[config.mk]
export PLATFORM = sky130hd
export DESIGN_NAME = bulletTrack
export DESIGN_NICKNAME = d
export VERILOG_FILES = /design/src/gamePkg.sv /design/src/bulletTrack.sv
export SDC_FILE = /design/constraint.sdc
export NUM_CORES = 1
export LEC_CHECK = 0
export ABC_AREA = 1
export BUFFER_PORTS_ARGS = -buffer_cell sky130_fd_sc_hd__buf_2
export CAP_MARGIN = 0
export CORE_MARGIN = 2
export CORE_UTILIZATION = 30
export CTS_CLUSTER_SIZE = 24
export DETAILED_ROUTE_END_ITERATION = 16
export PLACE_DENSITY = 0.62
export SETUP_SLACK_MARGIN = 0.2
export SYNTH_ARGS = -nofsm -noshare
export SYNTH_HDL_FRONTEND = slang
export SYNTH_SLANG_ARGS = --single-unit
[constraint.sdc]
create_clock -name clk -period 2.3 [get_ports clk]
set_input_delay 0.115 -clock clk [delete_from_list [all_inputs] [get_ports clk]]
set_output_delay 0.115 -clock clk [all_outputs]
set_load 0.05 [all_outputs]
[src/gamePkg.sv]
package gamePkg;
	typedef logic [7:0] xCoord_t; // 0..159
	typedef logic [6:0] yCoord_t; // 0..119
	typedef logic [2:0] colour_t; // one bit each of r, g, b

	// playfield
	localparam int screenWidth = 160;
	localparam int screenHeight = 120;

	// lanes, left edge of each column
	localparam int laneCount = 4;
	typedef logic [$clog2(laneCount)-1:0] laneIdx_t;
	localparam xCoord_t laneX [laneCount] = '{8'd14, 8'd54, 8'd94, 8'd134};

	// object geometry
	localparam yCoord_t playerY = 7'd99; // player never leaves this row
	localparam int objectSize = 10; // player and enemies are square
	localparam int bulletSize = 4;
	localparam int bulletOffset = 3; // roughly centres the bullet on the player
	localparam int bulletStep = 4; // rise per move tick

	// per lane fall speed and colour
	localparam yCoord_t enemyStep [laneCount] = '{7'd4, 7'd2, 7'd3, 7'd1};
	localparam colour_t enemyColour [laneCount] = '{3'd5, 3'd3, 3'd4, 3'd6};
	localparam colour_t playerColour = 3'd7; // white
	localparam colour_t bulletColour = 3'd7;

	// counters
	localparam int healthStart = 3;
	localparam int scoreWidth = 8;
endpackage

[src/bulletTrack.sv]
`timescale 1ns/1ps

module bulletTrack import gamePkg::*; (
	input logic clk,
	input logic rstN,
	input logic moveTick,
	input logic fire,
	input logic bulletHit,
	input xCoord_t playerX,
	output logic bulletActive,
	output xCoord_t bulletX,
	output yCoord_t bulletY
);
	// flight state
	always_ff @(posedge clk or negedge rstN) begin
		if (!rstN)
			bulletActive <= 1'b0;
		else if (moveTick) begin
			if (!bulletActive)
				bulletActive <= fire;
			else if (bulletHit || bulletY < bulletStep)
				bulletActive <= 1'b0; // hit something or reached the top
		end
	end

	// position, only meaningful while active
	always_ff @(posedge clk) begin
		if (moveTick) begin
			if (!bulletActive) begin
				bulletX <= playerX + xCoord_t'(bulletOffset); // follows the player while idle
				bulletY <= playerY - yCoord_t'(bulletSize); // row just above the player
			end else
				bulletY <= bulletY - yCoord_t'(bulletStep);
		end
	end

	// bullet only ever rises from where it was launched
	assert property (@(posedge clk) disable iff (!rstN)
		bulletActive |-> bulletY <= playerY - yCoord_t'(bulletSize));
endmodule

# Word-level counts from Yosys, hierarchy flattened
# Index checks and enable logic that the tools add are counted.
totals:
  register_bits: 16
  in_bits: 13
  out_inout_bits: 16
  wordCells: 11
op_classes:
  add_sub_neg: 2
  order_cmp: 1
  muxes: 2
  bitwise: 1
  reduce_logical: 2
ops:
  columns: ["op", "n"]
  rows:
  - ["$add A8 B2 Y8 const B", 1]
  - ["$lt A7 B3 Y1 const B", 1]
  - ["$sub A7 B3 Y7 const B", 1]
  - ["$mux W1", 2]
  - ["$reduce_and A2 Y1", 1]
  - ["$logic_or A1 B1 Y1", 1]
  - ["$not A1 Y1", 1]

# Longest topological paths before layout
# Gate-level depths: netlist (run 1).
logic_depth:
  depth_word: 4
  depth_mapped: 6
  depth_no_buf: 6

# Least setup slack after synthesis (run 1)
# OpenSTA, ideal clock, no wires.
synth_path:
  path_kind: "register -> register"
  from: "register bulletY[2]"
  to: "register bulletY[6], data pin"
  setup_ns: 0.284
  arrival_ns: 1.245
  required_time_ns: 2.016
  setup_slack_ns: 0.771
  path_stages_with_launch: 6
  n_path_buf: 0
  period_less_slack_ns: 1.529
  cell_sequence: "edfxtp_1 -> inv_1 -> ha_1 -> nand2_1 -> o21ai_0 -> nand3_1"
synth_between:
  elab_chain_cells: 1
synth_rtl:
  columns: ["element", "line_no", "text"]
  rows:
  - ["start: declaration", "bulletTrack.sv:12", "output yCoord_t bulletY"]
  - ["start signal: assignment", "bulletTrack.sv:31", "bulletY <= playerY - yCoord_t'(bulletSize);"]
  - ["start signal: assignment", "bulletTrack.sv:33", "bulletY <= bulletY - yCoord_t'(bulletStep);"]
  - ["$sub A7 B3 Y7", "bulletTrack.sv:33", null]
# Every way passes these cells.
# A chain may end at the register's enable or synchronous reset.

# Final worst setup path (run 1)
layout_path:
  from: "register bulletActive"
  to: "register bulletX[6], enable pin"
layout_between:
  elab_chain_cells: 2
layout_rtl:
  columns: ["element", "line_no", "text"]
  rows:
  - ["start: declaration", "bulletTrack.sv:10", "output logic bulletActive,"]
  - ["start signal: assignment", "bulletTrack.sv:20", "bulletActive <= fire;"]
  - ["$not A1 Y1 (no line)", null, null]
  - ["$reduce_and A2 Y1 (no line)", null, null]
  - ["end signal: assignment", "bulletTrack.sv:30", "bulletX <= playerX + xCoord_t'(bulletOffset);"]
  - ["end: declaration", "bulletTrack.sv:11", "output xCoord_t bulletX,"]
# Every way passes these cells.

==> impl_results.md, run 1 <==
* Largest net degree at the start of global routing at 10
* Clk buf depth at 2
* Synth unique cells at 19
* # hold bufs at CTS at 1
* Final worst-path cycle share at 0.6019
* 1st-iter DRT viols at 5
* #FFs+latches synth at 14
* Top cells by area, synth: edfxtp_1 (56%), nand2_1 (7.0%), inv_1 (5.9%), xnor2_1 (3.8%), xor2_1 (3.8%)
* Post-synth top cells: edfxtp_1 (13), nand2_1 (13), inv_1 (11)
* Main synth FF type: edfxtp_1
* Final Slew Violations at 0
* CP Max Fanout at 9
* Root buf cell: clkbuf_4
* Pre-CTS setup slack at 0.9307 ns
* Total CTS buffers at 3
* Antenna-violating nets left at 0
* Worst Setup Start Kind: flip-flop
* Fill count at 242
* CTS tree: done
* Final worst setup slack at 0.9157 ns
* Crit path max-delay family: simple AND/OR/NAND/NOR gates
* # setup viols final at 0
* Vias post-DR at 528
* Hold Fails Final Rpt at 0
* Worst Max-Slew Pin Slew at 0.6885 ns
* I/O Buffers at 26
* Row cnt at 17
* Die span in x at 52.24 µm
* Max-cap violations at 0
* Slew HR at 0.5393
* Max incr delay on CP at 0.57 ns
* RSZ-0062 raised after global routing: no
* Pleak at 0.0004138 µW
* Clk Latency, worst-skew pair at 0.27 ns
* CP cell instances: nor2_1
* Seq/Total Area, Yosys at 0.5950
* Post-CTS Setup Inserts at 0
* Syn avg cell area at 10.27 µm²
* Post-synth top area share at 0.5591
* Starting Density at 0.3156
* EDFF count, synth at 13
* DRT Pass-1 Iters at 4
* Critical path type: reg2reg
* Mapped Area at 698.2 µm²
* Async S/R FF share, synth at 0.07143
* Final wirelength at 1.215 mm
* Vias per cell at 4.190
* Placer Congestion at 0.7521
* IO Pins at 29
* Worst setup EP type: flip-flop
* Worst path slowest cell: nor2_1
* Clock sinks at 14
* Global-route wire length before repair at 1.932 mm
* Area leader, netlist: edfxtp_1
* GRT Util Overall at 0.09951
* CP required at 2.21 ns
* Critical Path AT at 1.29 ns
* Final hold slack at 0.03409 ns
* Post-cts sizing count at 0
* Avg WL per Cell at 9.643 µm
* Worst Path Buf+Inv at 0
* Die height at 52.24 µm
* Final HPWL DP at 1.033 mm
* Final Skew at 0.006846 ns
* Final min period at 1.384 ns
* H-tree depth at 1
* Power density over cell area at 745.8 nW/µm²
* Ratio of cells with drive above 1 in the final layout at 0.3469
* Worst-path clk slew at 0.09 ns
* Residual DRC at 0
* Synthesized instance count at 68
* Synthesis Warnings at 0
* Fmax at 0.7224 GHz
* Grt total ovfl at 0
* Final #Nets at 114
* Area grow syn2layout at 28.67%
* Worst hold path type: in2reg
* CORE AREA at 2212 µm²
* Worst vdd ir at 0.3202 mV
* Number of diodes at 0
* Setup tns final at 0 ns
* Core Util, Final at 0.4061
* Status: complete, no violations
* Die Area at 2729 µm²
* Antenna violations before repair at 0
* Vias in the first global route at 475
## state kept, by name, indices dropped and copies added (netlist names)
register	count
bulletX	8
bulletY	5
bulletActive	1
## layer usage
metal	global-route usage	vias to the layer above	wire, µm
li1	-	274	-
met1	0.1040	236	473
met2	0.1772	18	643
met3	0.04000	0	98
met4	0.03846	0	0
met5	0	-	0
## area by class of cell
type | instances | area (µm²) | area share
inverters | 12 | 45.04 | 0.05014
clock buffers | 4 | 36.28 | 0.04039
flip-flops and latches | 14 | 415.4 | 0.4624
repair buffers | 27 | 140.1 | 0.1560
well taps | 28 | 35.03 | 0.03900
multi-input cells | 41 | 226.5 | 0.2521
## cell usage in the layout (no fill, tap or decap), drive strengths merged
cell | synthesis | layout
buf | 2 | 26
nand2 | 13 | 13
edfxtp | 13 | 13
inv | 12 | 12
nor2 | 8 | 8
nand3 | 4 | 4
clkbuf | 0 | 4
xor2 | 3 | 3
xnor2 | 3 | 3
ha | 2 | 2
conb | 1 | 2
a21oi | 2 | 2
o21ai | 2 | 2
nand4 | 1 | 1
nor3b | 1 | 1
dfrtp | 1 | 1
dlygate4sd3 | 0 | 1
## report_power, final
part           internal, µW  total, µW  switching, µW
sequential              310        325           14.9
clock                  96.2        171           75.3
combinational          41.0        174            133
total                   447        670            223
## cell families after synthesis
kind of cell	Yosys count	share of synthesized area
adders and majority gates	2	0.03584
other	1	0.005371
and+or+nand+nor	27	0.1685
buffers and inverters	14	0.08601
xor gates and xnor gates	6	0.07528
DFF	14	0.5950
AOI/OAI and AO/OA	4	0.03403
## through the flow
step / power, µW / instances / instance area [µm²]
detailed placement: 505.7 / 121 / 852.1
global route: 703.9 / 126 / 898.4
finish: 670.0 / 126 / 898.4
floorplan: 462.0 / 69 / 701.9
CTS: 677.3 / 126 / 898.4
global placement: 503.8 / 121 / 852.1
## final timing paths
path                         startpoint      endpoint  slack [ns]  cells after the start
setup / recovery           bulletActive    bulletX[6]        0.92                      1
hold / removal                     fire  bulletActive        0.03                      3
setup reg to reg           bulletActive    bulletX[6]        0.92                      1
hold reg to reg              bulletY[2]    bulletY[2]        0.60                      1
max in group asynchronous          rstN  bulletActive        2.08                      2
min in group asynchronous          rstN  bulletActive        0.13                      2
(Power assumes the default switching activity.)
==> run 2, diff against run 1 <==
==> constraint.sdc (replaced) <==
create_clock -name clk -period 1.42 [get_ports clk]
set_input_delay 0.071 -clock clk [delete_from_list [all_inputs] [get_ports clk]]
set_output_delay 0.071 -clock clk [all_outputs]
set_load 0.05 [all_outputs]
==> run 2 against run 1 <==
  * Combinational power is 68% higher
  * Wire length is 4.5% lower
  * Largest power group unchanged
  * Design area is 2.9% higher
  * Clock-buffer cell count is 1 lower
  * Die area stayed put
  * Global-route usage is 0.21 points lower
  * Critical path depth is 4 higher
  * Sequential power is 64% higher
  * Non-clock buffer count is 1 higher
==> impl_results.md, run 2 (synthesized netlist as in run 1, its figures left out) <==
* Status: complete, no violations
* Die height at 52.24 µm
* Reg power frac at 0.507
* 1st-iter DRT viols at 5
* GRT Util Overall at 0.09746
* CTS tree: done
* CORE AREA at 2212 µm²
* Avg WL per Cell at 9.134 µm
* Final HPWL DP at 978 µm
* Final wirelength at 1.160 mm
* Vias in the first global route at 510
* Antenna-violating nets left at 0
* Number of diodes at 0
* Critical Path AT at 1.21 ns
* Final worst-path cycle share at 0.8304
* Most common cell after layout, fill and taps aside: buf_2
* CP cell instances: inv_2, ha_4, nand2_1, o21ai_1, nand3_1
* Non-Filler Instances at 127
* Fmax at 0.8481 GHz
* Placer Congestion at 0.7200
* Starting Density at 0.3156
* Die Area at 2729 µm²
* Vias per cell at 4.268
* Vias post-DR at 542
* Largest net degree at the start of global routing at 10
* Clk pwr share at 0.214
* RR Endpoint: bulletY[6]
* Die span in x at 52.24 µm
* DRT Pass-1 Iters at 2
* Max incr delay on CP at 0.43 ns
* Pleak at 0.0004104 µW
* Post-cts sizing count at 0
* CP required at 1.45 ns
* Final hold slack at 0.09464 ns
* Worst path slowest cell: edfxtp_1
* Clk buf depth at 2
* Comb power frac at 0.279
* # setup viols final at 0
* Row cnt at 17
* Net Sw Frac at 0.3526
* CP Max Fanout at 4
* Total Power at 1049 µW
* RSZ-0062 raised after global routing: yes
* Antenna violations before repair at 0
* Worst hold path type: in2async
* I/O Buffers at 26
* Max FFs per register at 8
* Placed Cells at 121
* Post-CTS Setup Inserts at 0
* Max-cap violations at 0
* Most frequent cells in the layout: buf_2 (26), nand2_1 (13), edfxtp_1 (13)
* Root buf cell: clkbuf_4
* Core Util, Final at 0.4180
* Global-route wire length before repair at 1.911 mm
* Int Pwr at 679.2 µW
* IO Pins at 29
* Worst Reg-to-Reg Cells at 5
* Hold Fails Final Rpt at 0
* Final #Nets at 115
* Worst Setup Start Kind: flip-flop
* Critical path type: reg2reg
* Largest regs: bulletX x8, bulletY x5, bulletActive x1
* Pre-CTS setup slack at 0.2321 ns
* Final Slew Violations at 0
* Final min period at 1.179 ns
* Worst R2R Start: bulletY[2]
* Power density over cell area at 1135 nW/µm²
* Grt total ovfl at 0
* Area grow syn2layout at 32.44%
* Final worst setup slack at 0.2409 ns
* Worst setup EP type: flip-flop
* Worst vdd ir at 0.4586 mV
* Clk Latency, worst-skew pair at 0.27 ns
* Psw at 369.9 µW
* Residual DRC at 0
* Ratio of cells with drive above 1 in the final layout at 0.3939
* Final Skew at 0.005625 ns
* H-tree depth at 1
* Worst-path clk slew at 0.08 ns
* Clock sinks at 14
* Top reg by flops: bulletX
* Reg2Reg Setup Slack at 0.24 ns
* Total CTS buffers at 3
[run 2: worst max-delay path by stage]
stage / startpoint / end / slack (ns) / cells past startpoint
after floorplan: bulletY[2] / bulletY[6] / -0.007 / 5
after global placement: bulletY[2] / bulletY[6] / 0.29 / 5
after detailed placement: bulletY[2] / bulletY[6] / 0.23 / 5
after CTS: bulletY[2] / bulletY[6] / 0.23 / 5
after global routing: bulletY[2] / bulletY[6] / 0.18 / 5
final: bulletY[2] / bulletY[6] / 0.24 / 5
[run 2: routing by layer]
metal / global-route usage / routed length (µm)
met2: 0.1772 / 625
met3: 0.03714 / 93
met5: 0 / 0
met1: 0.09420 / 442
met4: 0.05128 / 0
[run 2: cell type report]
type	count	area (µm²)
tap	28	35.03
clock inverter	1	3.754
inverter	12	45.04
sequential	14	416.7
fill	241	1287
timing repair buffer	28	150.1
clock buffer	3	22.52
multi-input combinational	41	251.5
[run 2: repair_timing]
item,CTS,global route
endpoints found under the hold margin,2,0
setup endpoints to repair,0,1
hold buffers,2,0
[run 2: metrics by stage]
stage	area (µm²)	TNS (ns)
after floorplan	728.2	-0.007282
after global placement	878.3	0
after detailed placement	878.3	0
after CTS	924.6	0
after global routing	924.6	0
final	924.6	0
[run 2: power groups by stage]
stage	logic [µW]	clock network, µW	registers, µW
6_report	292	225	532
5_1_grt	315	259	538
4_1_cts	296	235	534
3_5_place_dp	292	0	544
3_3_place_gp	290	0	542
2_1_floorplan	92.7	0	671
[run 2: critical path, delay by kind of cell, from the launching register on]
family	cells	cell delay, ns
buf+inv	1	0.12
fa+ha+maj	1	0.14
compound gates	1	0.12
flops	1	0.43
simple gates	2	0.14
